File: src/rtl/exec_pkg.sv
package exec_pkg;

	localparam int REG_ADDR_W = 5;

	// Opcodes in bits 31:29
	typedef enum logic [2:0] {
		ADDI   = 3'b000,
		SUBI   = 3'b001,
		TYPE_R = 3'b010,
		ANDI   = 3'b011,
		ORI    = 3'b100,
		BRFL   = 3'b101,
		CMP    = 3'b110
	} op_e;

	// R-type function field
	typedef enum logic [5:0] {
		ADD = 6'b100000,
		SUB = 6'b100010,
		MUL = 6'b000010,
		DIV = 6'b000001,
		AND = 6'b100100,
		OR  = 6'b100101,
		NOT = 6'b100111
	} func_e;

	typedef enum logic [2:0] {
		FLAG_NOT_ACTIVED = 3'd0,
		FLAG_EQUAL       = 3'd1,
		FLAG_EXCEPTION   = 3'd2,
		FLAG_OVERFLOW    = 3'd3,
		FLAG_UNDERFLOW   = 3'd4,
		FLAG_ABOVE       = 3'd5
	} flag_e;

	typedef struct packed {
		op_e                   op;
		logic [REG_ADDR_W-1:0] rd;
		logic [REG_ADDR_W-1:0] rs;
		logic [REG_ADDR_W-1:0] rt;
		logic [7:0]            unused;
		func_e                 func;
	} instr_r_t;

	typedef struct packed {
		op_e                   op;
		logic [REG_ADDR_W-1:0] rd;
		logic [REG_ADDR_W-1:0] rs;
		logic [2:0]            unused;
		logic [15:0]           imm;
	} instr_i_t;

	// Same word, register or immediate layout
	typedef union packed {
		instr_r_t r;
		instr_i_t i;
	} instr_u;

endpackage

File: src/rtl/reg_file.sv
module reg_file #(
	parameter int NUM_REGS = 32
) (
	input  logic                            clk,
	input  logic                            reset,
	input  logic [exec_pkg::REG_ADDR_W-1:0] rs_addr,
	input  logic [exec_pkg::REG_ADDR_W-1:0] rt_addr,
	input  logic                            wr_en,
	input  logic [exec_pkg::REG_ADDR_W-1:0] wr_addr,
	input  logic [31:0]                     wr_data,
	output logic [31:0]                     rs_data,
	output logic [31:0]                     rt_data
);

	localparam int ADDR_W = $clog2(NUM_REGS);

	logic [31:0] regs [NUM_REGS];

	always_ff @(posedge clk) begin
		if (!reset) begin
			for (int i = 0; i < NUM_REGS; i++) begin
				regs[i] <= '0;
			end
		end else if (wr_en && (wr_addr[ADDR_W-1:0] != '0)) begin
			regs[wr_addr[ADDR_W-1:0]] <= wr_data; // r0 stays zero
		end
	end

	assign rs_data = regs[rs_addr[ADDR_W-1:0]];
	assign rt_data = regs[rt_addr[ADDR_W-1:0]];

endmodule

File: config.mk
export PLATFORM = sky130hd
export DESIGN_NAME = reg_file
export DESIGN_NICKNAME = d
export VERILOG_FILES = /design/src/rtl/exec_pkg.sv /design/src/rtl/reg_file.sv
export SDC_FILE = /design/constraint.sdc
export NUM_CORES = 2
export LEC_CHECK = 0
export BUFFER_PORTS_ARGS = -buffer_cell sky130_fd_sc_hd__buf_2
export CORE_UTILIZATION = 30
export DETAILED_ROUTE_END_ITERATION = 8
export PLACE_DENSITY = 0.52
export SLEW_MARGIN = 30
export SYNTH_ARGS = -nofsm -noshare
export SYNTH_HDL_FRONTEND = slang
export SYNTH_SLANG_ARGS = --single-unit
File: constraint.sdc
create_clock -name clk -period 3.35 [get_ports clk]
set_input_delay 0.1675 -clock clk [delete_from_list [all_inputs] [get_ports clk]]
set_output_delay 0.1675 -clock clk [all_outputs]
set_load 0.02 [all_outputs]
==> metrics.yaml <==
route:
  ant_nets: 0
  dr.pass1.iters: 6
  drt_iter0_drc: 3737
  wl_per_cell_um: 29.2
  drc: 0
  drt-total-wl_um: 211000
  vias: 38846
  routed_via_density: 5.37
power:
  max-vdd-ir-drop_v: 0.000402
  leakagePower_uw: 0.0248
  total_power_uw: 32100
  power_density_nw_per_um2: 498
critical_path:
  cp.required_ns: 3.18
  cp-start-kind: "flip-flop"
  critPathBufInv: 1
  cpMaxStageDelayCell: "a31oi_1"
  endpoint_kind: "output pin"
  arrival_ns: 2.64
  critical_path_class: "reg2out"
  critPathMaxStageDelay_ns: 0.59
  worstPathCellList: "mux2i_1, a22o_1, nor3_1, a31oi_1, nand3_1, buf_2"
  cp_max_fo: 2
  cpLargestDelayFamily: "compound AO/OA/AOI/OAI gates"
finish:
  layout-drive-gt1-share_pct: 12.4
  syn_to_final_growth_pct: 15.6
  mostFrequentLayoutCells: "1024 x mux2i_1, 1024 x edfxtp_1, 992 x and2_1"
  top_register: "regs"
  nets: 4718
  final_area_um2: 64400
  largest_reg_flops: 1024
  top_regs: "regs: 1024 flops"
  fin_cells: 7235
synth:
  synth_area_leaders: "edfxtp_1 55%, mux2i_1 18%, and2_1 11%, a22oi_1 2.6%, a22o_1 2.0%"
  ys_warn_count: 0
  synth_mux_area_share_pct: 18.4
  seq_area_frac_synth_pct: 55.2
  synth_top_family_by_area: "multiplexers"
  ys_ff_latch: 1024
  synth_area_per_cell_um2: 12.1
  ys_async_sr_fraction_pct: 0
  ys.flop_type: "edfxtp_1"
  yosys.area.top_type: "edfxtp_1"
  synth.top_cell.area_share_pct: 55.2
  ys_types: 32
  synth_edf_count: 1024
  synthSimpleGateAreaFrac_pct: 15.4
  synth_xor_area_share_pct: 0
  syn_area_um2: 55700
  synth_compound_area_share_pct: 7.32
  synth_fa_ha_area_share_pct: 0
  syn_inst: 4609
placed_design:
  hpwlAfterDp_um: 129000
  dpl_cell_area_um2: 60500
  post-place-cells: 7003
  gp_congestion: 0.847
  numPortBuffers: 113
global_routing:
  grt_use_total_pct: 22.1
  grt_overflow_total: 0
  antenna_found_initial: 24
  grt_pass1_vias: 38761
  grt_max_degree: 56
  grt_pass1_wl_um: 295000
timing:
  period_share_pct: 83.7
  setup_viol: 0
  max_freq_ghz: 0.357
  tightest_slew_ns: 1.05
  slew_viol_final: 0
  rsz0062_at_grt: "false"
  relSlewSlack_pct: 30.1
  layout_min_cycle_time_ns: 2.80
  hold_viol_final: 0
die:
  dieArea_um2: 187000
  die-width_um: 433
  num_io_pins: 114
  initial_core_util_pct: 30.3
  rows: 157
  core_um2: 184000
  die-height_um: 433
cts:
  clockBufferDepth: 3
  htreeDepth: 3
  cts_resized: 0
  cts_made_buffers: 113
  cts-root-buf: "clkbuf_16"
  tritoncts: "done"
  clk_pin_slew_ns: 0.06
  cts.sinks: 1024
worst_hold_path:
  hp-class: "in2reg"
outcome:
  status: "finished, final reports clean"
job:
  maxCapViolCount: 0
-- path summary, 6_finish.rpt --
| path | start | end | slack, ns | cells after the start |
|---|---|---|---|---|
| worst min-delay path | wr_data[14] | regs[24][14]$_SDFFCE_PN0P_ | 0.05 | 2 |
| worst max-delay path | regs[3][11]$_SDFFCE_PN0P_ | rs_data[11] | 0.55 | 6 |
-- synth_stat cells (2+ instances only) --
library cell  number
edfxtp_1        1024
mux2i_1         1024
and2_1           994
clkbuf_1         254
nand2_1          196
nand3_1          193
a21oi_1          192
a22oi_1          192
a22o_1           128
buf_2             82
a31oi_1           64
nor3_1            64
buf_4             60
buf_1             33
o21ai_0           31
nor2_1            23
clkbuf_2          18
nor2_2             7
nor2_4             5
nand2b_1           4
nor2b_1            4
buf_6              3
nand3b_1           3
or2_2              2
or3b_1             2
-- report_power, final --
group	switching [µW]	leakage, µW	internal (µW)	total, µW
Clock	5440	0.00182	7480	12900
Sequential	373	0.00975	14800	15200
Combinational	2640	0.0132	1330	3980
-- final cells by class --
| type | instances | area, µm² |
|---|---|---|
| multi-input combinational | 3165 | 23600 |
| clock buffer | 137 | 2960 |
| timing repair buffer | 363 | 3250 |
| sequential | 1024 | 30700 |
| antenna | 10 | 25.0 |
| fill | 18056 | 119000 |
| tap | 2464 | 3080 |
| clock inverter | 71 | 777 |
| inverter | 1 | 3.75 |
-- logic make-up after synthesis --
group | Yosys count
AOI/OAI and AO/OA | 607
buffers and inverters | 451
DFF | 1024
muxes | 1024
other | 1
and+or+nand+nor | 1502
-- through the flow --
stage / TNS, ns / setup slack [ns] / hold WS [ns] / util (%)
finish: 0 / 0.546 / 0.0476 / 35.0
global route: 0 / 0.485 / 0.0518 / 35.0
CTS: 0 / 0.573 / 0.00186 / 35.0
detailed placement: 0 / 0.825 / 0.778 / 32.9
global placement: 0 / 0.821 / 0.773 / 32.9
floorplan: -47.54 / -0.169 / 0.366 / -
-- per-layer routing --
layer  GRT usage, %  up-vias  routed length [µm]
met5              0        -                   0
met3           3.55      382               12900
met2           36.4     1369               99800
met4           9.62        0                9000
met1           28.6    20074               89400
li1               -    17021                   -
-- repair_timing --
item | 4_1_cts | 5_1_grt
hold buffers | 14 | 0
buffers inserted | 0 | 0
endpoints found under the hold margin | 255 | 0
Note: power is estimated with default switching activity, not from simulation.
