File: src/rtl/exec_pkg.sv
package exec_pkg;

	localparam int REG_ADDR_W = 5;

	// Opcodes in bits 31:29
	typedef enum logic [2:0] {
		ADDI   = 3'b000,
		SUBI   = 3'b001,
		TYPE_R = 3'b010,
		ANDI   = 3'b011,
		ORI    = 3'b100,
		BRFL   = 3'b101,
		CMP    = 3'b110
	} op_e;

	// R-type function field
	typedef enum logic [5:0] {
		ADD = 6'b100000,
		SUB = 6'b100010,
		MUL = 6'b000010,
		DIV = 6'b000001,
		AND = 6'b100100,
		OR  = 6'b100101,
		NOT = 6'b100111
	} func_e;

	typedef enum logic [2:0] {
		FLAG_NOT_ACTIVED = 3'd0,
		FLAG_EQUAL       = 3'd1,
		FLAG_EXCEPTION   = 3'd2,
		FLAG_OVERFLOW    = 3'd3,
		FLAG_UNDERFLOW   = 3'd4,
		FLAG_ABOVE       = 3'd5
	} flag_e;

	typedef struct packed {
		op_e                   op;
		logic [REG_ADDR_W-1:0] rd;
		logic [REG_ADDR_W-1:0] rs;
		logic [REG_ADDR_W-1:0] rt;
		logic [7:0]            unused;
		func_e                 func;
	} instr_r_t;

	typedef struct packed {
		op_e                   op;
		logic [REG_ADDR_W-1:0] rd;
		logic [REG_ADDR_W-1:0] rs;
		logic [2:0]            unused;
		logic [15:0]           imm;
	} instr_i_t;

	// Same word, register or immediate layout
	typedef union packed {
		instr_r_t r;
		instr_i_t i;
	} instr_u;

endpackage

File: src/rtl/exec_if.sv
interface exec_if;
	import exec_pkg::*;

	logic                  valid;
	op_e                   op;
	func_e                 func;
	logic                  use_imm; // Immediate replaces rt operand
	logic [31:0]           imm;
	logic [REG_ADDR_W-1:0] rd;
	logic                  wr_en;

	modport source (
		output valid, op, func, use_imm, imm, rd, wr_en
	);

	modport sink (
		input valid, op, func, use_imm, imm, rd, wr_en
	);

endinterface

File: src/rtl/alu.sv
module alu (
	exec_if.sink             dec,
	input  logic [31:0]      data_a,
	input  logic [31:0]      data_b,
	output logic [31:0]      alu_result,
	output exec_pkg::flag_e  next_flag,
	output logic             flag_update
);
	import exec_pkg::*;

	logic [31:0] op_b;
	logic [32:0] sum;
	logic [32:0] diff;
	logic [63:0] product;
	logic [31:0] quotient;

	// Flag from bits 32 and 31 of a 33-bit sum or difference
	function automatic flag_e carry_flag(input logic [1:0] top);
		case (top)
			2'b00:   return FLAG_NOT_ACTIVED;
			2'b10:   return FLAG_UNDERFLOW;
			default: return FLAG_OVERFLOW;
		endcase
	endfunction

	assign op_b = dec.use_imm ? dec.imm : data_b;

	assign sum      = {1'b0, data_a} + {1'b0, op_b};
	assign diff     = {1'b0, data_a} - {1'b0, op_b};
	assign product  = data_a * op_b;
	assign quotient = (op_b == '0) ? '0 : data_a / op_b; // Guard divide by zero

	always_comb begin
		alu_result  = '0;
		next_flag   = FLAG_NOT_ACTIVED;
		flag_update = 1'b1;
		case (dec.op)
			ADDI: begin
				alu_result = sum[31:0];
				next_flag  = carry_flag(sum[32:31]);
			end
			SUBI: begin
				alu_result = diff[31:0];
				next_flag  = carry_flag(diff[32:31]);
			end
			TYPE_R: begin
				case (dec.func)
					ADD: begin
						alu_result = sum[31:0];
						next_flag  = carry_flag(sum[32:31]);
					end
					SUB: begin
						alu_result = diff[31:0];
						next_flag  = carry_flag(diff[32:31]);
					end
					MUL: begin
						alu_result = product[31:0];
						if (product[63:32] != '0)
							next_flag = FLAG_OVERFLOW;
					end
					DIV: begin
						alu_result = quotient;
						if (op_b == '0)
							next_flag = FLAG_EXCEPTION;
					end
					AND: alu_result = data_a & op_b;
					OR:  alu_result = data_a | op_b;
					NOT: alu_result = ~op_b;
					default: begin
						flag_update = 1'b0; // Unknown function
					end
				endcase
			end
			ANDI: alu_result = data_a & op_b;
			ORI:  alu_result = data_a | op_b;
			CMP: begin
				// Unsigned compare, below leaves NOT_ACTIVED
				if (data_a == op_b)
					next_flag = FLAG_EQUAL;
				else if (data_a > op_b)
					next_flag = FLAG_ABOVE;
			end
			BRFL: begin
				alu_result  = data_a;
				flag_update = 1'b0; // Flag only tested
			end
			default: begin
				flag_update = 1'b0;
			end
		endcase
	end

endmodule

File: src/flat_wrapper.sv
// flat-port wrapper written by rule: the top's interface ports become plain ports
module alu_flat import exec_pkg::*;
  (data_a, data_b, alu_result, next_flag, flag_update, dec_valid, dec_op, dec_func, dec_use_imm, dec_imm, dec_rd, dec_wr_en);
  exec_if dec_i ();
  input  logic [31:0] data_a;
  input  logic [31:0] data_b;
  output logic [31:0] alu_result;
  output exec_pkg::flag_e next_flag;
  output logic flag_update;
  input wire logic [$bits(dec_i.valid)-1:0] dec_valid;
  input wire logic [$bits(dec_i.op)-1:0] dec_op;
  input wire logic [$bits(dec_i.func)-1:0] dec_func;
  input wire logic [$bits(dec_i.use_imm)-1:0] dec_use_imm;
  input wire logic [$bits(dec_i.imm)-1:0] dec_imm;
  input wire logic [$bits(dec_i.rd)-1:0] dec_rd;
  input wire logic [$bits(dec_i.wr_en)-1:0] dec_wr_en;
  assign dec_i.valid = dec_valid;
  assign dec_i.op = dec_op;
  assign dec_i.func = dec_func;
  assign dec_i.use_imm = dec_use_imm;
  assign dec_i.imm = dec_imm;
  assign dec_i.rd = dec_rd;
  assign dec_i.wr_en = dec_wr_en;
  alu u_core (.dec(dec_i), .data_a(data_a), .data_b(data_b), .alu_result(alu_result), .next_flag(next_flag), .flag_update(flag_update));
endmodule
File: config.mk
export PLATFORM = sky130hd
export DESIGN_NAME = alu_flat
export DESIGN_NICKNAME = d
export VERILOG_FILES = /design/src/rtl/exec_pkg.sv /design/src/rtl/exec_if.sv /design/src/rtl/alu.sv /design/src/flat_wrapper.sv
export SDC_FILE = /design/constraint.sdc
export NUM_CORES = 2
export LEC_CHECK = 0
export ABC_CLOCK_PERIOD_IN_PS = 132300
export BUFFER_PORTS_ARGS = -buffer_cell sky130_fd_sc_hd__buf_2
export CAP_MARGIN = 0
export CORE_ASPECT_RATIO = 1.2
export CORE_MARGIN = 1.5
export CORE_UTILIZATION = 40
export DETAILED_ROUTE_END_ITERATION = 8
export SETUP_SLACK_MARGIN = 0.2
export SLEW_MARGIN = 5
export SYNTH_ARGS = -nofsm -noshare
export SYNTH_HDL_FRONTEND = slang
export SYNTH_SLANG_ARGS = --single-unit
File: constraint.sdc
create_clock -name vclk -period 132.3
set_input_delay 26.46 -clock vclk [all_inputs]
set_output_delay 26.46 -clock vclk [all_outputs]
set_load 0.01 [all_outputs]
==> flow_summary.yaml <==
status:
  outcome: "complete, no violations"
placed_design:
  place_ws_ns: 0.9892
  io_buffer_count: 142
  gp_congestion: 1.012
  dp_hpwl_um: 241200
global_route:
  grt_usage_pct: 34.21
  grt_pass1_wl_um: 448800
  grt_pass1_vias: 72000
  antenna_found_initial: 25
  grt_start_max_net_pins: 66
  grt-ovfl-total: 0
layout:
  fin_nets: 11880
  final_cell_mix: "1192 x nor2_1, 1153 x buf_4, 1151 x inv_1"
  nClkBuffers: 0
  n_sequential_cell: 0
  final_core_util_pct: 47.12
  register_area_um2: 0
  drive_gt1_share_pct: 16.11
  synthToLayoutAreaGrowth_pct: 16.76
  layout_commonest_cell: "nor2_1"
  num-fill-cells: 17020
sta:
  hold_viol_final: 0
  timing.fmax_mhz: 7.784
  fin_ws_ns: 3.824
  fin_crit_ns: 128.48
  rsz0062_at_grt: "no"
  holdWs_ns: 53.42
  setup_viol: 0
  final_max_slew_viol_count: 0
  worstMarginPinSlew_ns: 1.254
  tns_ns: 0
  relSlewSlack_pct: 15.82
  post-route-period-util_pct: 97.11
route:
  drc: 0
  ant_nets: 0
  routed_wl_um: 301300
  drt-initial-drc-count: 6080
  routedWlPerCell_um: 24.61
  drt_first_pass_iters: 6
  vias_per_cell: 5.873
  vias: 71910
logic_synthesis:
  syn_area_um2: 68070
  synth_top_family_by_area: "adder cells"
  yosysTopAreaCell: "fa_1"
  synthDistinctLibCells: 114
  synth_top_area_share_pct: 26.41
  avgSynthCellArea_um2: 7.488
  seq_area_frac_synth_pct: 0
  synth_area_leaders: "fa_1 26%, ha_1 16%, nor2_1 6.6%, inv_1 6.4%, nand2_1 5.4%"
  yosysWarnings: 0
  synth_nets: 10990
  synth-adder-area-share_pct: 42.77
  synth-simple-area-share_pct: 19.56
  synth_compound_gate_area_share_pct: 20.92
  synth_cells: 9090
  synthMuxAreaShare_pct: 2.518
  synthXorXnorAreaFrac_pct: 5.353
die:
  boundaryPins: 149
  core_area_um2: 168700
  die_h_um: 454.9
  fp.dieArea_um2: 172700
  dieWidth_um: 379.6
  fp-row-count: 165
  initial_utilization_pct: 40.36
hold_path:
  worstHoldStart: "dec_func[4]"
  hp-class: "input pin to output port"
worst_setup_path:
  cp_max_fo: 30
  cpMaxStageDelayCell: "or4_1"
  worst_setup_path_start_kind: "input pin"
  end_kind: "output port"
  cpPeakStageDelay_ns: 0.71
  critPathRequiredTime_ns: 105.84
  critPathLaunch: "data_a[2]"
  critical_path_arrival_ns: 102.02
  crit_type: "input pin to output port"
  crit_path_frequent_cell: "buf_4"
cts:
  cts_hold_buffers: 0
job:
  cap_violations: 0
## synth_stat cells (21+ instances only)
master,instances
a21o_1,184
nor3_1,161
a31oi_1,80
ha_1,890
o31a_1,27
nor2_1,1197
a22oi_1,44
inv_1,1152
o31ai_1,42
nand2_1,976
a21oi_1,519
a22o_1,24
o22ai_1,49
nand3_1,119
a41oi_1,21
nor2b_1,66
clkbuf_1,360
o21a_1,156
clkinv_1,25
a211oi_1,61
and2_1,50
o211ai_1,82
fa_1,898
a221oi_1,43
xnor2_1,264
a21boi_0,29
nand4_1,56
mux2_2,85
mux2i_1,60
o21bai_1,56
xor2_1,152
or3_1,60
o2111ai_1,25
or2_2,58
and3_1,46
buf_1,34
o221ai_1,47
nor4_1,40
o21ai_0,388
nand2b_1,66
and4_1,21
a221o_1,25
## critical path, delay by kind of cell
| kind | cells | cell delay, ns |
|---|---|---|
| buf+inv | 40 | 7.83 |
| compound gates | 167 | 39.27 |
| mux | 6 | 2.14 |
| fa+ha+maj | 31 | 9.49 |
| simple gates | 70 | 16.66 |
## what timing repair did
action | 4_1_cts | 5_1_grt
buffers inserted | 0 | 4
gates resized for setup | 0 | 61
setup endpoints to repair | 0 | 2
endpoints found under the hold margin | 0 | 0
## area by class of cell
class	count	area [um^2]	area share [%]
Multi-Input combinational cell	7491	62610	78.78
Tap cell	2254	2820	3.548
Timing Repair Buffer	1305	9572	12.04
Inverter	1185	4448	5.597
Antenna cell	10	25.02	0.03149
## cells by family after synthesis
group,count (synthesis)
and+or+nand+nor,3005
buffers and inverters,1599
xor gates and xnor gates,416
adders and majority gates,1788
AOI/OAI and AO/OA,2128
muxes,154
## path summary, 6_finish.rpt
kind,end,slack [ns],cells past startpoint
setup / recovery,alu_result[0],3.82,314
hold / removal,flag_update,53.42,5
## routing by layer
metal | share of wire [%] | global-route usage, % | up-vias
met5 | 0.049 | 0 | -
met4 | 7.9 | 21.94 | 20
met3 | 8.3 | 5.478 | 828
met2 | 45 | 56.12 | 3214
met1 | 39 | 41.86 | 35210
li1 | - | - | 32640
## metrics by stage
stage / instance area (um^2) / cells
finish: 79480 / 12250
global route: 79470 / 12240
CTS: 79180 / 12230
detailed placement: 79180 / 12230
global placement: 79180 / 12230
floorplan: 68070 / 9090
