**config.mk**
```make
export PLATFORM = sky130hd
export DESIGN_NAME = flag_unit_flat
export DESIGN_NICKNAME = d
export VERILOG_FILES = /design/src/rtl/exec_pkg.sv /design/src/rtl/exec_if.sv /design/src/rtl/flag_unit.sv /design/src/flat_wrapper.sv
export SDC_FILE = /design/constraint.sdc
export NUM_CORES = 1
export LEC_CHECK = 0
export BUFFER_PORTS_ARGS = -buffer_cell sky130_fd_sc_hd__buf_2
export CORE_MARGIN = 3
export CORE_UTILIZATION = 25
export CTS_CLUSTER_SIZE = 12
export DETAILED_ROUTE_END_ITERATION = 16
export GPL_TIMING_DRIVEN = 0
export SETUP_SLACK_MARGIN = 0.2
export SYNTH_ARGS = -nofsm -noshare
export SYNTH_HDL_FRONTEND = slang
export SYNTH_SLANG_ARGS = --single-unit
```
**constraint.sdc**
```tcl
create_clock -name clk -period 0.9 [get_ports clk]
set_input_delay 0 -clock clk [delete_from_list [all_inputs] [get_ports clk]]
set_output_delay 0 -clock clk [all_outputs]
set_load 0.005 [all_outputs]
```
**src/rtl/exec_pkg.sv**
```systemverilog
package exec_pkg;

	localparam int REG_ADDR_W = 5;

	// Opcodes in bits 31:29
	typedef enum logic [2:0] {
		ADDI   = 3'b000,
		SUBI   = 3'b001,
		TYPE_R = 3'b010,
		ANDI   = 3'b011,
		ORI    = 3'b100,
		BRFL   = 3'b101,
		CMP    = 3'b110
	} op_e;

	// R-type function field
	typedef enum logic [5:0] {
		ADD = 6'b100000,
		SUB = 6'b100010,
		MUL = 6'b000010,
		DIV = 6'b000001,
		AND = 6'b100100,
		OR  = 6'b100101,
		NOT = 6'b100111
	} func_e;

	typedef enum logic [2:0] {
		FLAG_NOT_ACTIVED = 3'd0,
		FLAG_EQUAL       = 3'd1,
		FLAG_EXCEPTION   = 3'd2,
		FLAG_OVERFLOW    = 3'd3,
		FLAG_UNDERFLOW   = 3'd4,
		FLAG_ABOVE       = 3'd5
	} flag_e;

	typedef struct packed {
		op_e                   op;
		logic [REG_ADDR_W-1:0] rd;
		logic [REG_ADDR_W-1:0] rs;
		logic [REG_ADDR_W-1:0] rt;
		logic [7:0]            unused;
		func_e                 func;
	} instr_r_t;

	typedef struct packed {
		op_e                   op;
		logic [REG_ADDR_W-1:0] rd;
		logic [REG_ADDR_W-1:0] rs;
		logic [2:0]            unused;
		logic [15:0]           imm;
	} instr_i_t;

	// Same word, register or immediate layout
	typedef union packed {
		instr_r_t r;
		instr_i_t i;
	} instr_u;

endpackage

```
**src/rtl/exec_if.sv**
```systemverilog
interface exec_if;
	import exec_pkg::*;

	logic                  valid;
	op_e                   op;
	func_e                 func;
	logic                  use_imm; // Immediate replaces rt operand
	logic [31:0]           imm;
	logic [REG_ADDR_W-1:0] rd;
	logic                  wr_en;

	modport source (
		output valid, op, func, use_imm, imm, rd, wr_en
	);

	modport sink (
		input valid, op, func, use_imm, imm, rd, wr_en
	);

endinterface

```
**src/rtl/flag_unit.sv**
```systemverilog
module flag_unit (
	input  logic             clk,
	input  logic             reset,
	exec_if.sink             dec,
	input  logic [31:0]      alu_result,
	input  exec_pkg::flag_e  next_flag,
	input  logic             flag_update,
	output logic             result_valid,
	output logic [31:0]      result,
	output exec_pkg::flag_e  flag,
	output logic             branch
);
	import exec_pkg::*;

	logic take_branch;

	// Compare against the flag stored before this instruction
	assign take_branch = (dec.op == BRFL) && (3'(flag) != dec.imm[2:0]);

	always_ff @(posedge clk) begin
		if (!reset) begin
			result_valid <= 1'b0;
			flag         <= FLAG_NOT_ACTIVED;
			branch       <= 1'b0;
		end else begin
			result_valid <= dec.valid;
			branch       <= dec.valid && take_branch;
			if (dec.valid && flag_update)
				flag <= next_flag;
		end
	end

	always_ff @(posedge clk) begin
		if (dec.valid)
			result <= alu_result;
	end

endmodule

```
**src/flat_wrapper.sv**
```systemverilog
// flat-port wrapper written by rule: the top's interface ports become plain ports
module flag_unit_flat import exec_pkg::*;
  (clk, reset, alu_result, next_flag, flag_update, result_valid, result, flag, branch, dec_valid, dec_op, dec_func, dec_use_imm, dec_imm, dec_rd, dec_wr_en);
  exec_if dec_i ();
  input  logic clk;
  input  logic reset;
  input  logic [31:0] alu_result;
  input  exec_pkg::flag_e next_flag;
  input  logic flag_update;
  output logic result_valid;
  output logic [31:0] result;
  output exec_pkg::flag_e flag;
  output logic branch;
  input wire logic [$bits(dec_i.valid)-1:0] dec_valid;
  input wire logic [$bits(dec_i.op)-1:0] dec_op;
  input wire logic [$bits(dec_i.func)-1:0] dec_func;
  input wire logic [$bits(dec_i.use_imm)-1:0] dec_use_imm;
  input wire logic [$bits(dec_i.imm)-1:0] dec_imm;
  input wire logic [$bits(dec_i.rd)-1:0] dec_rd;
  input wire logic [$bits(dec_i.wr_en)-1:0] dec_wr_en;
  assign dec_i.valid = dec_valid;
  assign dec_i.op = dec_op;
  assign dec_i.func = dec_func;
  assign dec_i.use_imm = dec_use_imm;
  assign dec_i.imm = dec_imm;
  assign dec_i.rd = dec_rd;
  assign dec_i.wr_en = dec_wr_en;
  flag_unit u_core (.clk(clk), .reset(reset), .dec(dec_i), .alu_result(alu_result), .next_flag(next_flag), .flag_update(flag_update), .result_valid(result_valid), .result(result), .flag(flag), .branch(branch));
endmodule
```
==> out/metrics.csv, run 1 <==
metric,value,unit
antennaDiodeCount,0,
final_area,0.00217,sq mm
status,"complete, but fails checks",
cts_tree,done,
crit_type,reg -> reg,
vias,970,
violations,negative hold slack,
arrival,1.04,ns
gp_congestion,0.663,
clock_sinks,37,
clkLatencyLatePin,0.28,ns
max_freq,1160,MHz
clkTransAtPathRegs,0.07,ns
final_cell_mix,"79 x buf_2, 39 x dlygate4sd3_1, 32 x edfxtp_1, 5 x clkbuf_8, 4 x nand2_1",
ant_nets,0,
start_util,26.4,%
crit_path_end_kind,register,
dpl_cell_area,0.00165,sq mm
cts_buffer_depth,2,
synth_nets,141,
synth_cell_types,10,
grt_usage,11.6,%
drive_above_1_share,52.7,%
die_h,74.5,um
port_buffers,81,
synth_cells,54,
maxCapViolCount,0,
p_leak,0.945,nW
antenna_found_initial,0,
num_rows,24,
areaGrowthSynthToFinish,84.6,%
worst-path-max-fanout,2,
drtIter0Drc,91,
ys_ff_latch,37,
holdWs,-0.0205,ns
dpl.hpwl,2000,um
grt_pass1_vias,1034,
setup_tns,0,ns
p_per_area,1770,mW/mm^2
syn_avg_cell_area,21.7,sq um
ys_warn_count,0,
final_nets,269,
fin_ws,0.0376,ns
first_pass_iters,4,
critPathRequiredTime,1.08,ns
hp-class,in -> reg,
htree_levels,2,
cts_buffers,5,
die-area,0.00555,sq mm
vias_per_cell,4.15,
max-vdd-ir-drop,0.000562,V
hold_viol,1,
max_slew_margin,70.1,%
io-pin-count,124,
routed_wl,3200,um
pre_cts_slack,-0.275,ns
skew,0.000209,ns
final_common_cell,buf_2,
cts.hold.buffers_added,39,
syn-cell-area,0.00117,sq mm
grt_pass1_wl,4670,um
worst_slew_pin_slew,0.449,ns
fin_crit,0.862,ns
core_area,0.00444,sq mm
drc,0,
start_kind,register,
synth-seq-area-share,90.4,%
avgRoutedWirePerCell,13.7,um
rsz0062_at_grt,true,
die_x,74.5,um
grt_remaining_overflow,0,
setup_violations,0,
final-max-slew-violation-count,0,
cts_root_buf,clkbuf_8,
fin_crit_sh,95.8,%
grt_max_degree,38,
## worst paths after layout
| kind | from | end | slack (ns) | cells after the start |
|---|---|---|---|---|
| max reg2reg | u_core.flag[2] | u_core.branch | 0.04 | 3 |
| min | reset | u_core.result_valid | -0.02 | 2 |
| max | u_core.flag[2] | u_core.branch | 0.04 | 3 |
| min reg2reg | u_core.flag[1] | u_core.flag[1] | 0.49 | 2 |
## per-layer routing
metal / part of all wire (%) / track usage [%]
met1: 40 / 12.3
met2: 46 / 20.7
met3: 13 / 5.41
met4: 1.1 / 3.56
met5: 0 / 0
## area by class of cell
cell class,count,area (sq um)
Multi-Input combinational cell,17,118
Clock inverter,2,35.0
Clock buffer,5,68.8
Sequential cell,37,1060
Timing Repair Buffer,121,816
Fill cell,389,2280
Tap cell,52,65.1
## synth_stat cells
cell type	number	share of area (%)
edfxtp_1	32	82
dfxtp_1	5	8.5
nand2_1	4	1.3
a21boi_0	3	1.9
nand3_1	3	1.3
xor2_1	3	2.2
and2_4	1	0.75
nand3_2	1	0.85
nor3_1	1	0.43
nor3_2	1	0.85
## power by group
group | switching [mW] | internal, mW | leakage (nW)
Clock | 0.546 | 0.804 | 0.0540
Combinational | 0.168 | 0.278 | 0.536
Sequential | 0.0360 | 2.00 | 0.355
## timing repair
item / in CTS / in global routing
resized for setup: 6 / 0
gates cloned: 0 / 0
buffers inserted: 1 / 0
pin swaps: 4 / 0
setup endpoints to repair: 71 / 39
hold endpoints to repair: 36 / 1
## stage by stage
stage                     power, mW  instances  utilization, %
after floorplan                2.12         54               -
after CTS                      3.89        234            48.8
after detailed placement       2.38        187            37.0
final                          3.83        234            48.8
after global placement         2.37        187            37.0
after global routing           4.02        234            48.8
## worst max-delay path, cell delays in order (launching register included)
cell and delay, ns:
dfxtp_2 0.33, xor2_1 0.14, nor3_2 0.24, nor3_2 0.05
## logic make-up after synthesis
group / Yosys count / synth area share (%)
compound gates: 3 / 1.92
xor+xnor: 3 / 2.24
flops: 37 / 90.4
simple gates: 11 / 5.44
## flip-flops by register name, summed over array words and instances (netlist names)
| signal | count |
|---|---|
| u_core.branch | 1 |
| u_core.flag | 3 |
| u_core.result_valid | 1 |
| u_core.result | 32 |
(Power assumes the default switching activity.)
==> run 2, diff against run 1 <==
--- a/config.mk
+++ b/config.mk
@@ -7,10 +7,11 @@
 export LEC_CHECK = 0
 export BUFFER_PORTS_ARGS = -buffer_cell sky130_fd_sc_hd__buf_2
 export CORE_MARGIN = 3
-export CORE_UTILIZATION = 25
+export CORE_UTILIZATION = 34
 export CTS_CLUSTER_SIZE = 12
 export DETAILED_ROUTE_END_ITERATION = 16
 export GPL_TIMING_DRIVEN = 0
+export PLACE_DENSITY = 0.79
 export SETUP_SLACK_MARGIN = 0.2
 export SYNTH_ARGS = -nofsm -noshare
 export SYNTH_HDL_FRONTEND = slang
==> constraint.sdc (replaced) <==
create_clock -name clk -period 0.9 [get_ports clk]
set_input_delay 0.09 -clock clk [delete_from_list [all_inputs] [get_ports clk]]
set_output_delay 0.09 -clock clk [all_outputs]
set_load 0.005 [all_outputs]
==> run 2 against run 1 <==
  * The flow finishes with violations (negative setup slack)
  * Critical path depth decreased by 2
  * Maximum frequency decreased by 12%
  * Sequential power about the same
  * Worst hold slack improved by 0.065 ns
  * Largest power group unchanged
==> out/metrics.csv, run 2 (synthesis gave the netlist of run 1 again) <==
metric,value,unit,change
critPathBufInv,1,,+1
cts_buffer_depth,2,,unchanged
core_area,0.00318,sq mm,-28%
status,"complete, but fails checks",,
clock_sinks,37,,unchanged
dpl.hpwl,1920,um,-3.9%
final-max-slew-violation-count,0,,unchanged
num_rows,20,,-17%
max_freq,1020,MHz,-12%
io-pin-count,124,,unchanged
maxCapViolCount,0,,unchanged
critPathMaxStageDelay,0.42,ns,+0.09 ns
drc,0,,unchanged
die_x,64.8,um,-13%
critPathRequiredTime,0.81,ns,-0.27 ns
fin_ws,-0.0788,ns,-0.116 ns
grt_pass1_vias,1023,,-1.1%
gp_congestion,0.715,,+7.8%
max_slew_margin,70.9,%,+0.80 points
dpl_cell_area,0.00164,sq mm,-0.61%
largest_reg_flops,32,,unchanged
grt_remaining_overflow,0,,unchanged
clkTransAtPathRegs,0.11,ns,+0.04 ns
n_fill_cell,221,,-43%
vias,971,,+0.10%
rsz0062_at_grt,true,,
htree_levels,2,,unchanged
cts_buffers,5,,unchanged
sw_frac_of_total,21.3,%,+1.8 points
power.internal,2.58,mW,-16%
final_area,0.00213,sq mm,-1.9%
first_pass_iters,4,,unchanged
start_util,36.9,%,+11 points
worst-path-max-fanout,1,,-1
clkLatencyLatePin,0.32,ns,+0.04 ns
worst_slew_pin_slew,0.437,ns,-0.0119 ns
seqPwrFrac,62.1,%,+8.9 points
pre_cts_slack,-0.333,ns,-0.0580 ns
fin_crit_sh,109,%,+13 points
cts_tree,done,,
grt_pass1_wl,4800,um,+2.7%
skew,0.00442,ns,+0.00421 ns
power_frac_clock,24.0,%,-11 points
cp_top_family,flip-flops,,
crit_type,reg -> out,,
cts_root_buf,clkbuf_4,,
ant_nets,0,,unchanged
setup_violations,30,,+30
vias_per_cell,4.30,,+3.6%
cp_cell_sequence,buf_2,,
holdWs,0.0440,ns,+0.0645 ns
die-area,0.00419,sq mm,-24%
final_cell_mix,"79 x buf_2, 38 x dlygate4sd3_1, 32 x edfxtp_1, 5 x clkbuf_4, 4 x dfxtp_2",,
drive_above_1_share,54.4,%,+1.6 points
grt_usage,16.3,%,+4.7 points
reg.largest.list,"u_core.result x32, u_core.flag x3",,
antenna_found_initial,0,,unchanged
die_h,64.8,um,-13%
crit_path_end_kind,primary output,,
areaGrowthSynthToFinish,81.1,%,
port_buffers,81,,unchanged
cp_slowest_cell,edfxtp_1,,
grt_max_degree,38,,unchanged
violations,negative setup slack,,
routed_wl,3240,um,+1.4%
drtIter0Drc,40,,-56%
p_per_area,1540,mW/mm^2,-13%
max-vdd-ir-drop,0.000648,V,+15%
hold_viol,0,,-1
final_nets,268,,-0.37%
arrival,0.89,ns,-0.15 ns
p_leak,0.926,nW,-2.0%
top_register,u_core.result,,
antennaDiodeCount,0,,unchanged
switchingPower,0.701,mW,-6.6%
final_common_cell,buf_2,,
power_frac_comb,13.9,%,+2.3 points
start_kind,register,,
avgRoutedWirePerCell,14.3,um,+5.0%
fin_crit,0.979,ns,+0.116 ns
hp-class,in -> reg,,
run 2: cell count changes in the layout (fill, tap and decap cells not counted), sizes merged:
cell / previous run / this run
clkinv: 1 / 2
clkbuf: 5 / 6
bufinv: 1 / 0
dlygate4sd3: 39 / 38
run 2: metal layers:
| metal | global-route usage (%) | vias up | wire (um) |
|---|---|---|---|
| met5 | 0 | - | 0 |
| met2 | 30.8 | 63 | 1720 |
| met3 | 9.36 | 2 | 417 |
| met1 | 14.0 | 448 | 1080 |
| met4 | 5.54 | 0 | 24 |
| li1 | - | 458 | - |
run 2: layout make-up:
cell class                 count  area [sq um]  share of cell area, %
sequential                    37          1070                   50.1
timing repair buffer         120           815                   38.3
multi-input combinational     17           139                   6.53
tap                           44          55.1                   2.59
clock buffer                   6          41.3                   1.94
clock inverter                 2          10.0                  0.471
run 2: repair_timing:
| item | 4_1_cts | 5_1_grt |
|---|---|---|
| setup buffers | 1 | 0 |
| gates resized for setup | 6 | 5 |
| pin swaps | 3 | 1 |
| setup endpoints to repair | 73 | 40 |
| hold endpoints to repair | 35 | 1 |
| hold buffers | 37 | 1 |
run 2: final timing paths:
| path | slack (ns) | cells past startpoint | end | startpoint |
|---|---|---|---|---|
| worst min register to register | 0.49 | 2 | u_core.flag[1] | u_core.flag[1] |
| worst min-delay path | 0.04 | 2 | u_core.flag[1] | reset |
| worst max register to register | 0.02 | 4 | u_core.branch | u_core.flag[0] |
| worst max-delay path | -0.08 | 1 | result[14] | u_core.result[14] |
run 2: power groups by stage:
stage | combinational (mW) | clock [mW] | sequential [mW]
after floorplan | 0.0253 | 0 | 2.09
after global placement | 0.286 | 0 | 2.07
after detailed placement | 0.298 | 0 | 2.07
after CTS | 0.445 | 0.822 | 2.03
after global routing | 0.495 | 0.905 | 2.05
final | 0.457 | 0.788 | 2.04
run 2: metrics by stage:
step	power, mW	util [%]	instances	TNS, ns
after detailed placement	2.37	51.5	179	-6.95
final	3.28	66.9	226	-0.729
after CTS	3.30	66.3	225	-1.15
after global routing	3.45	66.9	226	-2.80
after floorplan	2.12	-	54	0
after global placement	2.35	51.5	179	-5.27
