===== src/rtl/exec_pkg.sv =====
package exec_pkg;

	localparam int REG_ADDR_W = 5;

	// Opcodes in bits 31:29
	typedef enum logic [2:0] {
		ADDI   = 3'b000,
		SUBI   = 3'b001,
		TYPE_R = 3'b010,
		ANDI   = 3'b011,
		ORI    = 3'b100,
		BRFL   = 3'b101,
		CMP    = 3'b110
	} op_e;

	// R-type function field
	typedef enum logic [5:0] {
		ADD = 6'b100000,
		SUB = 6'b100010,
		MUL = 6'b000010,
		DIV = 6'b000001,
		AND = 6'b100100,
		OR  = 6'b100101,
		NOT = 6'b100111
	} func_e;

	typedef enum logic [2:0] {
		FLAG_NOT_ACTIVED = 3'd0,
		FLAG_EQUAL       = 3'd1,
		FLAG_EXCEPTION   = 3'd2,
		FLAG_OVERFLOW    = 3'd3,
		FLAG_UNDERFLOW   = 3'd4,
		FLAG_ABOVE       = 3'd5
	} flag_e;

	typedef struct packed {
		op_e                   op;
		logic [REG_ADDR_W-1:0] rd;
		logic [REG_ADDR_W-1:0] rs;
		logic [REG_ADDR_W-1:0] rt;
		logic [7:0]            unused;
		func_e                 func;
	} instr_r_t;

	typedef struct packed {
		op_e                   op;
		logic [REG_ADDR_W-1:0] rd;
		logic [REG_ADDR_W-1:0] rs;
		logic [2:0]            unused;
		logic [15:0]           imm;
	} instr_i_t;

	// Same word, register or immediate layout
	typedef union packed {
		instr_r_t r;
		instr_i_t i;
	} instr_u;

endpackage


===== src/rtl/exec_if.sv =====
interface exec_if;
	import exec_pkg::*;

	logic                  valid;
	op_e                   op;
	func_e                 func;
	logic                  use_imm; // Immediate replaces rt operand
	logic [31:0]           imm;
	logic [REG_ADDR_W-1:0] rd;
	logic                  wr_en;

	modport source (
		output valid, op, func, use_imm, imm, rd, wr_en
	);

	modport sink (
		input valid, op, func, use_imm, imm, rd, wr_en
	);

endinterface


===== src/rtl/instr_decoder.sv =====
module instr_decoder #(
	parameter int NUM_REGS = 32
) (
	input  logic                            instr_valid,
	input  exec_pkg::instr_u                instr,
	output logic [exec_pkg::REG_ADDR_W-1:0] rs_addr,
	output logic [exec_pkg::REG_ADDR_W-1:0] rt_addr,
	exec_if.source                          dec
);
	import exec_pkg::*;

	// Smaller register files ignore the upper address bits
	localparam logic [REG_ADDR_W-1:0] ADDR_MASK = REG_ADDR_W'(NUM_REGS - 1);

	op_e  op;
	logic is_r;

	assign op   = instr.r.op;
	assign is_r = (op == TYPE_R) || (op == CMP); // Both register operands

	assign rs_addr = instr.r.rs & ADDR_MASK;
	assign rt_addr = is_r ? (instr.r.rt & ADDR_MASK) : '0;

	assign dec.valid = instr_valid;
	assign dec.op    = op;
	assign dec.func  = (op == TYPE_R) ? instr.r.func : ADD;
	assign dec.imm   = is_r ? '0 : {16'b0, instr.i.imm};
	assign dec.rd    = instr.i.rd & ADDR_MASK;

	always_comb begin
		dec.use_imm = 1'b0;
		dec.wr_en   = 1'b0;
		case (op)
			ADDI, SUBI, ANDI, ORI: begin
				dec.use_imm = 1'b1;
				dec.wr_en   = instr_valid;
			end
			TYPE_R: begin
				dec.wr_en = instr_valid;
			end
			BRFL: begin
				dec.use_imm = 1'b1; // Flag code rides in imm
			end
			default: begin
				// CMP and unused opcode write nothing
				dec.wr_en = 1'b0;
			end
		endcase
	end

endmodule


===== src/flat_wrapper.sv =====
// flat-port wrapper written by rule: the top's interface ports become plain ports
module instr_decoder_flat import exec_pkg::*;
#(
	parameter int NUM_REGS = 32
)
  (instr_valid, instr, rs_addr, rt_addr, dec_valid, dec_op, dec_func, dec_use_imm, dec_imm, dec_rd, dec_wr_en);
  exec_if dec_i ();
  input  logic instr_valid;
  input  exec_pkg::instr_u instr;
  output logic [exec_pkg::REG_ADDR_W-1:0] rs_addr;
  output logic [exec_pkg::REG_ADDR_W-1:0] rt_addr;
  output wire logic [$bits(dec_i.valid)-1:0] dec_valid;
  output wire logic [$bits(dec_i.op)-1:0] dec_op;
  output wire logic [$bits(dec_i.func)-1:0] dec_func;
  output wire logic [$bits(dec_i.use_imm)-1:0] dec_use_imm;
  output wire logic [$bits(dec_i.imm)-1:0] dec_imm;
  output wire logic [$bits(dec_i.rd)-1:0] dec_rd;
  output wire logic [$bits(dec_i.wr_en)-1:0] dec_wr_en;
  assign dec_valid = dec_i.valid;
  assign dec_op = dec_i.op;
  assign dec_func = dec_i.func;
  assign dec_use_imm = dec_i.use_imm;
  assign dec_imm = dec_i.imm;
  assign dec_rd = dec_i.rd;
  assign dec_wr_en = dec_i.wr_en;
  instr_decoder #(.NUM_REGS(NUM_REGS)) u_core (.instr_valid(instr_valid), .instr(instr), .rs_addr(rs_addr), .rt_addr(rt_addr), .dec(dec_i));
endmodule

===== config.mk =====
export PLATFORM = sky130hd
export DESIGN_NAME = instr_decoder_flat
export DESIGN_NICKNAME = d
export VERILOG_FILES = /design/src/rtl/exec_pkg.sv /design/src/rtl/exec_if.sv /design/src/rtl/instr_decoder.sv /design/src/flat_wrapper.sv
export SDC_FILE = /design/constraint.sdc
export NUM_CORES = 1
export LEC_CHECK = 0
export ABC_AREA = 1
export BUFFER_PORTS_ARGS = -buffer_cell sky130_fd_sc_hd__buf_2
export CELL_PAD_IN_SITES_DETAIL_PLACEMENT = 0
export CELL_PAD_IN_SITES_GLOBAL_PLACEMENT = 1
export CORE_UTILIZATION = 12
export DETAILED_ROUTE_END_ITERATION = 16
export GPL_ROUTABILITY_DRIVEN = 0
export PLACE_DENSITY_LB_ADDON = 0.12
export SLEW_MARGIN = 10
export SYNTH_ARGS = -nofsm -noshare
export SYNTH_HDL_FRONTEND = slang
export SYNTH_SLANG_ARGS = --single-unit

===== constraint.sdc =====
create_clock -name vclk -period 0.8
set_input_delay 0.16 -clock vclk [all_inputs]
set_output_delay 0.16 -clock vclk [all_outputs]
set_load 0.03 [all_outputs]

==> impl_metrics.toml, run 1 <==
[synth]
synth_cells = 90
postSynthAreaPerCell_sq_um = 5.27
ys_seq_area_share_pct = 0
yosysWarnings = 0
syn_area_sq_um = 474
ys_types = 11

[floorplan]
num_io_pins = 92
die_h_um = 64.9
start_util_pct = 12.8
die_x_um = 64.9
die_area_sq_mm = 0.00421
rows = 22
coreArea_sq_mm = 0.00372

[worst_setup_path]
path_common_cell = "buf_12"
arrival_ns = 0.86
path_class = "primary input to output pin"
cp_max_fo = 6
cp-end-kind = "output pin"
path_cells = "buf_8 > nor2_4 > buf_12 > buf_12 > nand3_4 > buf_6"
crit_path_start_kind = "primary input"
required_ns = 0.64
cp_slowest_cell = "nor2_4"
max_stage_delay_ns = 0.16

[final_layout]
drive_gt1_share_pct = 74.3
seq_cells = 0
num-fill-cells = 409
clkbuf_count = 0
final_nets = 175
areaGrowthSynthToFinish_pct = 148
area.sequential_sq_um = 0
instances_no_fill = 188
num_antenna_cells = 0

[placement]
port_buffers = 56
dp_cells = 185
dpl.hpwl_um = 1100

[timing]
fin_tns_setup_ns = -4.94
finalCriticalPeriod_ns = 1.02
drv_slew = 0
hold_viol = 0
rsz0062_at_grt = "true"
fin_crit_sh_pct = 128
setup-violations-final = 29
worst_slack_ns = -0.223
fmax_ghz = 0.978

[pwr]
netSwitchingFraction_pct = 60.2
power.switching_mw = 0.497
clockPowerShare_pct = 0
power_density_mw_per_mm2 = 702
p_comb_share_pct = 100.0
pwr-share-seq_pct = 0
ir_drop_v = 0.000216
p_leak_nw = 0.614
cell_internal_pwr_mw = 0.328

[hold_path]
min_to = "dec_rd[1]"
hold_depth = 0
hold_class = "primary input to output pin"
worstHoldStart = "instr[25]"

[flow_run]
maxCapViolCount = 0

[grt]
overflow = 0
grt_max_degree = 7
antenna_found_initial = 0
grt_usage_pct = 5.68
grt_pass1_vias = 441
grt_first_pass_wirelength_um = 1980

[detailed_routing]
viasPerCell = 3.23
drt_iter0_markers = 8
wl_um = 1410
drtPass1Iterations = 2
drc = 0
wl_per_cell_um = 7.49
final_antenna_net_count = 0
vias = 607

[outcome]
status = "finished with violations"
violations = "negative setup slack"
[layer usage]
| metal | vias up | wire (um) | global-route usage, % |
|---|---|---|---|
| met5 | - | 0 | 0 |
| met4 | 0 | 0 | 0.278 |
| met3 | 0 | 160 | 0.528 |
| met2 | 48 | 729 | 9.90 |
| met1 | 257 | 518 | 7.81 |
| li1 | 302 | - | - |
[worst max path at each step]
stage / startpoint / end / depth (start not counted)
final: instr[29] / dec_func[5] / 6
after global routing: instr[29] / dec_func[5] / 6
after CTS: instr[29] / dec_func[5] / 6
after detailed placement: instr[30] / dec_func[5] / 6
after global placement: instr[30] / dec_func[0] / 5
after floorplan: instr[30] / rt_addr[0] / 4
[layout make-up]
class,instances,area [sq um],area share (%)
inverters,24,104,8.84
repair buffers,66,618,52.6
multi-input cells,50,393,33.4
well taps,48,60.1,5.11
[kinds of logic (layout without fill, tap and decap cells)]
family / Yosys count / count (layout) / share of synthesized area, %
buffers and inverters: 55 / 90 / 68.9
other: 1 / 16 / 0.791
and+or+nand+nor: 33 / 33 / 29.3
AOI/OAI and AO/OA: 1 / 1 / 1.05
[timing repair]
action	in CTS	in global routing
endpoints found under the hold margin	0	0
hold buffers	0	0
setup endpoints to repair	30	29
resized for setup	80	13
gates cloned	1	0
setup buffers	3	0
pin swaps	9	6
[power groups by stage]
stage	Clock [mW]	Sequential [mW]	Combinational (mW)
after global routing	0	0	0.872
after CTS	0	0	0.814
final	0	0	0.825
after floorplan	0	0	0.613
after global placement	0	0	0.632
after detailed placement	0	0	0.630
[placed cells by master (no fill, tap or decap)]
| cell type | n |
|---|---|
| conb_1 | 16 |
| inv_4 | 1 |
| nand2_2 | 3 |
| inv_8 | 1 |
| nand3_4 | 2 |
| o21ai_2 | 1 |
| buf_2 | 24 |
| buf_4 | 2 |
| nor2_4 | 19 |
| buf_6 | 34 |
| inv_1 | 20 |
| buf_12 | 2 |
| inv_2 | 1 |
| nor2_2 | 9 |
| clkinvlp_4 | 1 |
| buf_8 | 4 |
[stage by stage]
stage | utilization, % | setup WS (ns) | area (sq um) | total power, mW | hold WS (ns)
2_1_floorplan | - | -0.0666 | 678 | 0.613 | 0.442
3_3_place_gp | 22.7 | -0.306 | 843 | 0.632 | 0.320
3_5_place_dp | 22.7 | -0.321 | 843 | 0.630 | 0.320
4_1_cts | 31.0 | -0.238 | 1150 | 0.814 | 0.320
5_1_grt | 31.6 | -0.256 | 1170 | 0.872 | 0.320
6_report | 31.6 | -0.223 | 1170 | 0.825 | 0.320
[cell usage after synthesis, drive strengths merged]
cell type / instances / area share [%]
buf: 31 / 50
conb: 1 / 0.79
inv: 24 / 19
nand2: 3 / 2.4
nand3: 2 / 3.2
nor2: 28 / 24
o21ai: 1 / 1.1
[worst max-delay path: cells and delay by family]
kind | cells | cell delay, ns
buffers and inverters | 4 | 0.48
AND/OR/NAND/NOR | 2 | 0.21
No activity file was read; power rests on OpenSTA's default activity.
==> inputs of run 2 (changes only) <==
--- a/config.mk
+++ b/config.mk
@@ -6,11 +6,11 @@
 export NUM_CORES = 1
 export LEC_CHECK = 0
 export ABC_AREA = 1
-export BUFFER_PORTS_ARGS = -buffer_cell sky130_fd_sc_hd__buf_2
 export CELL_PAD_IN_SITES_DETAIL_PLACEMENT = 0
 export CELL_PAD_IN_SITES_GLOBAL_PLACEMENT = 1
-export CORE_UTILIZATION = 12
+export CORE_UTILIZATION = 32
 export DETAILED_ROUTE_END_ITERATION = 16
+export DONT_BUFFER_PORTS = 1
 export GPL_ROUTABILITY_DRIVEN = 0
 export PLACE_DENSITY_LB_ADDON = 0.12
 export SLEW_MARGIN = 10
==> run 2 against run 1 <==
Net effect: the flow still finishes with violations (negative setup slack); combinational power down 35%; final cell count down 42%; wire length down 31%; die area down 61%; critical path type unchanged; highest routed layer is now met4.
==> impl_metrics.toml, run 2 (synthesized netlist as in run 1, its figures left out) <==
[final_layout]
final_nets = 129
mostFrequentLayoutCell = "inv_1"
num-fill-cells = 147
drive_gt1_share_pct = 52.1
num_antenna_cells = 0
clkbuf_count = 0
areaGrowthSynthToFinish_pct = 34.8
instances_no_fill = 109
multi_input_comb_area_sq_um = 339
final_cell_mix = "20 x inv_1, 16 x conb_1, 14 x buf_4"
area.sequential_sq_um = 0
seq_cells = 0

[worst_setup_path]
cp_top_family = "simple AND/OR/NAND/NOR gates"
arrival_ns = 0.67
critPathCapture = "rt_addr[1]"
cp-end-kind = "output pin"
path_class = "primary input to output pin"
path_cells = "nor2_4 > buf_6 > inv_8 > nor2_4"
cp_max_fo = 5
max_stage_delay_ns = 0.19
required_ns = 0.64
crit_path_start_kind = "primary input"
path_common_cell = "nor2_4"
startpoint = "instr[29]"
cp.depth = 4
cp.buffers_inverters = 2
cp_slowest_cell = "nor2_4"

[floorplan]
die_x_um = 40.5
start_util_pct = 35.6
coreArea_sq_mm = 0.00133
die_area_sq_mm = 0.00164
num_io_pins = 92
die_h_um = 40.5
rows = 13

[detailed_routing]
wl_um = 976
vias = 432
drt_iter0_markers = 4
drc = 0
viasPerCell = 3.96
drtPass1Iterations = 3
wl_per_cell_um = 8.95
final_antenna_net_count = 0

[pwr]
power.switching_mw = 0.392
pwr-share-seq_pct = 0
netSwitchingFraction_pct = 72.7
clockPowerShare_pct = 0
power_density_mw_per_mm2 = 843
cell_internal_pwr_mw = 0.147
ir_drop_v = 0.000352
p_leak_nw = 0.355
p_comb_share_pct = 100.0

[grt]
antenna_found_initial = 0
grt_usage_pct = 8.78
grt_pass1_vias = 246
grt_max_degree = 9
overflow = 0
grt_first_pass_wirelength_um = 1040

[timing]
fmax_ghz = 1.21
whs_ns = 0.320
setup-violations-final = 16
rsz0062_at_grt = "true"
worst_slack_ns = -0.0296
finalCriticalPeriod_ns = 0.830
fin_crit_sh_pct = 104
hold_viol = 0
drv_slew = 0

[outcome]
status = "finished with violations"
violations = "negative setup slack"

[flow_run]
maxCapViolCount = 0

[hold_path]
hold_class = "primary input to output pin"

[cts]
hold_buffers = 0

[placement]
dpl.hpwl_um = 877
dp_cells = 108
port_buffers = 0
==> run 2: area by class of cell <==
cell class	count	area share (%)
Multi-Input combinational cell	50	53.0
Timing Repair Buffer	20	27.0
Inverter	24	17.0
Tap cell	15	2.94
==> run 2: through the flow <==
stage / utilization, % / power [mW] / setup TNS [ns] / cell area (sq um) / setup WS (ns)
global route: 47.9 / 0.574 / -1.01 / 639 / -0.0628
floorplan: - / 0.613 / -0.666 / 678 / -0.0666
detailed placement: 44.9 / 0.518 / -0.941 / 599 / -0.0604
finish: 47.9 / 0.539 / -0.375 / 639 / -0.0296
global placement: 44.9 / 0.516 / -0.758 / 599 / -0.0535
CTS: 45.9 / 0.527 / -0.684 / 612 / -0.0540
==> run 2: layer usage <==
layer | GRT usage, % | vias up | routed length, um
met2 | 16.3 | 46 | 539
met5 | 0 | - | 0
met1 | 11.2 | 173 | 306
met4 | 0.833 | 0 | 4
li1 | - | 211 | -
met3 | 0.556 | 2 | 126
==> run 2: power by group through the flow <==
stage          clock [mW]  combinational [mW]  sequential [mW]
6_report                0               0.539                0
5_1_grt                 0               0.574                0
4_1_cts                 0               0.527                0
3_5_place_dp            0               0.518                0
3_3_place_gp            0               0.516                0
2_1_floorplan           0               0.613                0
==> run 2: how the worst min path moves through the flow <==
| stage | startpoint | to | cells past startpoint |
|---|---|---|---|
| after global routing | instr[20] | rs_addr[1] | 0 |
| final | instr[19] | rs_addr[0] | 0 |
| after CTS | instr[26] | dec_rd[2] | 0 |
| after global placement | instr[26] | dec_rd[2] | 0 |
| after detailed placement | instr[26] | dec_rd[2] | 0 |
| after floorplan | instr[12] | dec_imm[12] | 2 |
==> run 2: repair_timing <==
action / CTS / global route
pin swaps: 5 / 3
setup buffers: 0 / 1
cloned: 0 / 0
gates resized for setup: 4 / 7
setup endpoints to repair: 23 / 25
==> inputs of run 3 (changes only) <==
--- a/config.mk
+++ b/config.mk
@@ -6,10 +6,9 @@
 export NUM_CORES = 1
 export LEC_CHECK = 0
 export ABC_AREA = 1
-export CELL_PAD_IN_SITES_DETAIL_PLACEMENT = 0
-export CELL_PAD_IN_SITES_GLOBAL_PLACEMENT = 1
-export CORE_UTILIZATION = 32
+export CORE_AREA = 2 2 39 41
 export DETAILED_ROUTE_END_ITERATION = 16
+export DIE_AREA = 0 0 41 43
 export DONT_BUFFER_PORTS = 1
 export GPL_ROUTABILITY_DRIVEN = 0
 export PLACE_DENSITY_LB_ADDON = 0.12
==> constraint.sdc (replaced) <==
create_clock -name vclk -period 1
set_input_delay 0.2 -clock vclk [all_inputs]
set_output_delay 0.2 -clock vclk [all_outputs]
set_load 0.03 [all_outputs]
==> run 3 against run 2 <==
Net effect: the run now ends clean; combinational power down 21%; sequential cell count unchanged; via count grew 9.0%; non-clock buffer count grew 14; critical path depth is 1 higher; design area shrank 0.59%; hold slack improved by 0.080 ns; sequential share of layout area unchanged; setup slack improved by 0.079 ns; count of clock-buffer cells in the layout unchanged; wire length grew 6.6%; first-iteration DRC count shrank 75%; largest cell class is now buffers; largest power group unchanged; highest routed layer unchanged.
==> impl_metrics.toml, run 3 (synthesized netlist as in run 1, its figures left out) <==
[outcome]
status = "completed"

[placement]
dp_cells = 123
port_buffers = 0
dpl.hpwl_um = 918

[grt]
overflow = 0
antenna_found_initial = 0
grt_pass1_vias = 326
grt_usage_pct = 7.99
grt_first_pass_wirelength_um = 1090
grt_max_degree = 7

[hold_path]
hold_depth = 0
min_to = "dec_rd[3]"
worstHoldStart = "instr[27]"
hold_class = "primary input to output pin"

[cts]
hold_buffers = 0

[pwr]
power.switching_mw = 0.292
clockPowerShare_pct = 0
netSwitchingFraction_pct = 69.0
ir_drop_v = 0.000247
pwr-share-seq_pct = 0
power_density_mw_per_mm2 = 667
power_mw = 0.424
p_comb_share_pct = 100.0
p_leak_nw = 0.425
cell_internal_pwr_mw = 0.131

[timing]
rsz0062_at_grt = "false"
fin_tns_setup_ns = 0
hold_viol = 0
setup-violations-final = 0
finalCriticalPeriod_ns = 0.951
fmax_ghz = 1.05
fin_crit_sh_pct = 95.1
drv_slew = 0

[worst_setup_path]
arrival_ns = 0.75
cp_max_fo = 6
cp-end-kind = "output pin"
crit_path_start_kind = "primary input"
path_class = "primary input to output pin"
required_ns = 0.80

[detailed_routing]
drc = 0
viasPerCell = 3.80
final_antenna_net_count = 0
vias = 471
drtPass1Iterations = 2
wl_um = 1040
wl_per_cell_um = 8.39
drt_iter0_markers = 1

[flow_run]
maxCapViolCount = 0

[floorplan]
start_util_pct = 34.3
die_x_um = 41
num_io_pins = 92
die_h_um = 43
rows = 14
coreArea_sq_mm = 0.00138
die_area_sq_mm = 0.00176

[final_layout]
instances_no_fill = 124
num_antenna_cells = 0
clkbuf_count = 0
areaGrowthSynthToFinish_pct = 34.0
mostFrequentLayoutCell = "buf_4"
area.sequential_sq_um = 0
final_nets = 143
final_cell_mix = "27 x buf_4, 22 x inv_1, 16 x conb_1"
seq_cells = 0
drive_gt1_share_pct = 49.1
## run 3: routing by layer
metal	vias to the layer above	track usage, %	share of wire [%]
met5	-	0	0
met4	0	0.667	1.2
met3	2	0	18
met2	43	18.1	49
met1	189	6.65	31
li1	237	-	-
## run 3: worst max path at each step
stage                          from     endpoint  slack (ns)
after CTS                 instr[30]  dec_imm[13]      -0.006
after detailed placement  instr[30]  dec_imm[15]       -0.04
final                     instr[30]   dec_imm[7]        0.05
after global placement    instr[30]  dec_imm[15]       -0.02
after floorplan           instr[30]   rt_addr[0]        -0.1
after global routing      instr[30]   rt_addr[4]       0.004
## run 3: layout make-up
class	instances	area, sq um
fill	146	748
timing repair buffer	34	282
tap	16	20.0
inverter	24	90.1
multi-input combinational	50	244
## run 3: power by group through the flow
stage | Clock [mW] | Sequential (mW) | Combinational, mW
after floorplan | 0 | 0 | 0.446
after global placement | 0 | 0 | 0.404
after detailed placement | 0 | 0 | 0.404
after CTS | 0 | 0 | 0.411
after global routing | 0 | 0 | 0.451
final | 0 | 0 | 0.424
## run 3: critical path, cell delays in order
cell and delay (ns):
inv_2 0.02, nor2_4 0.16, buf_4 0.18, nor2_2 0.03, buf_4 0.15
## run 3: timing repair
item,4_1_cts,5_1_grt
pin swaps,1,2
endpoints found under the setup margin,10,26
gates resized for setup,2,9
buffers inserted,1,0
## run 3: stage by stage
stage	cell area, sq um	util (%)	setup WS, ns	hold slack, ns
3_5_place_dp	592	42.8	-0.0442	0.400
6_report	636	45.9	0.0492	0.400
4_1_cts	606	43.8	-0.00626	0.400
3_3_place_gp	592	42.8	-0.0238	0.400
5_1_grt	636	45.9	0.00353	0.400
2_1_floorplan	561	-	-0.0973	0.522
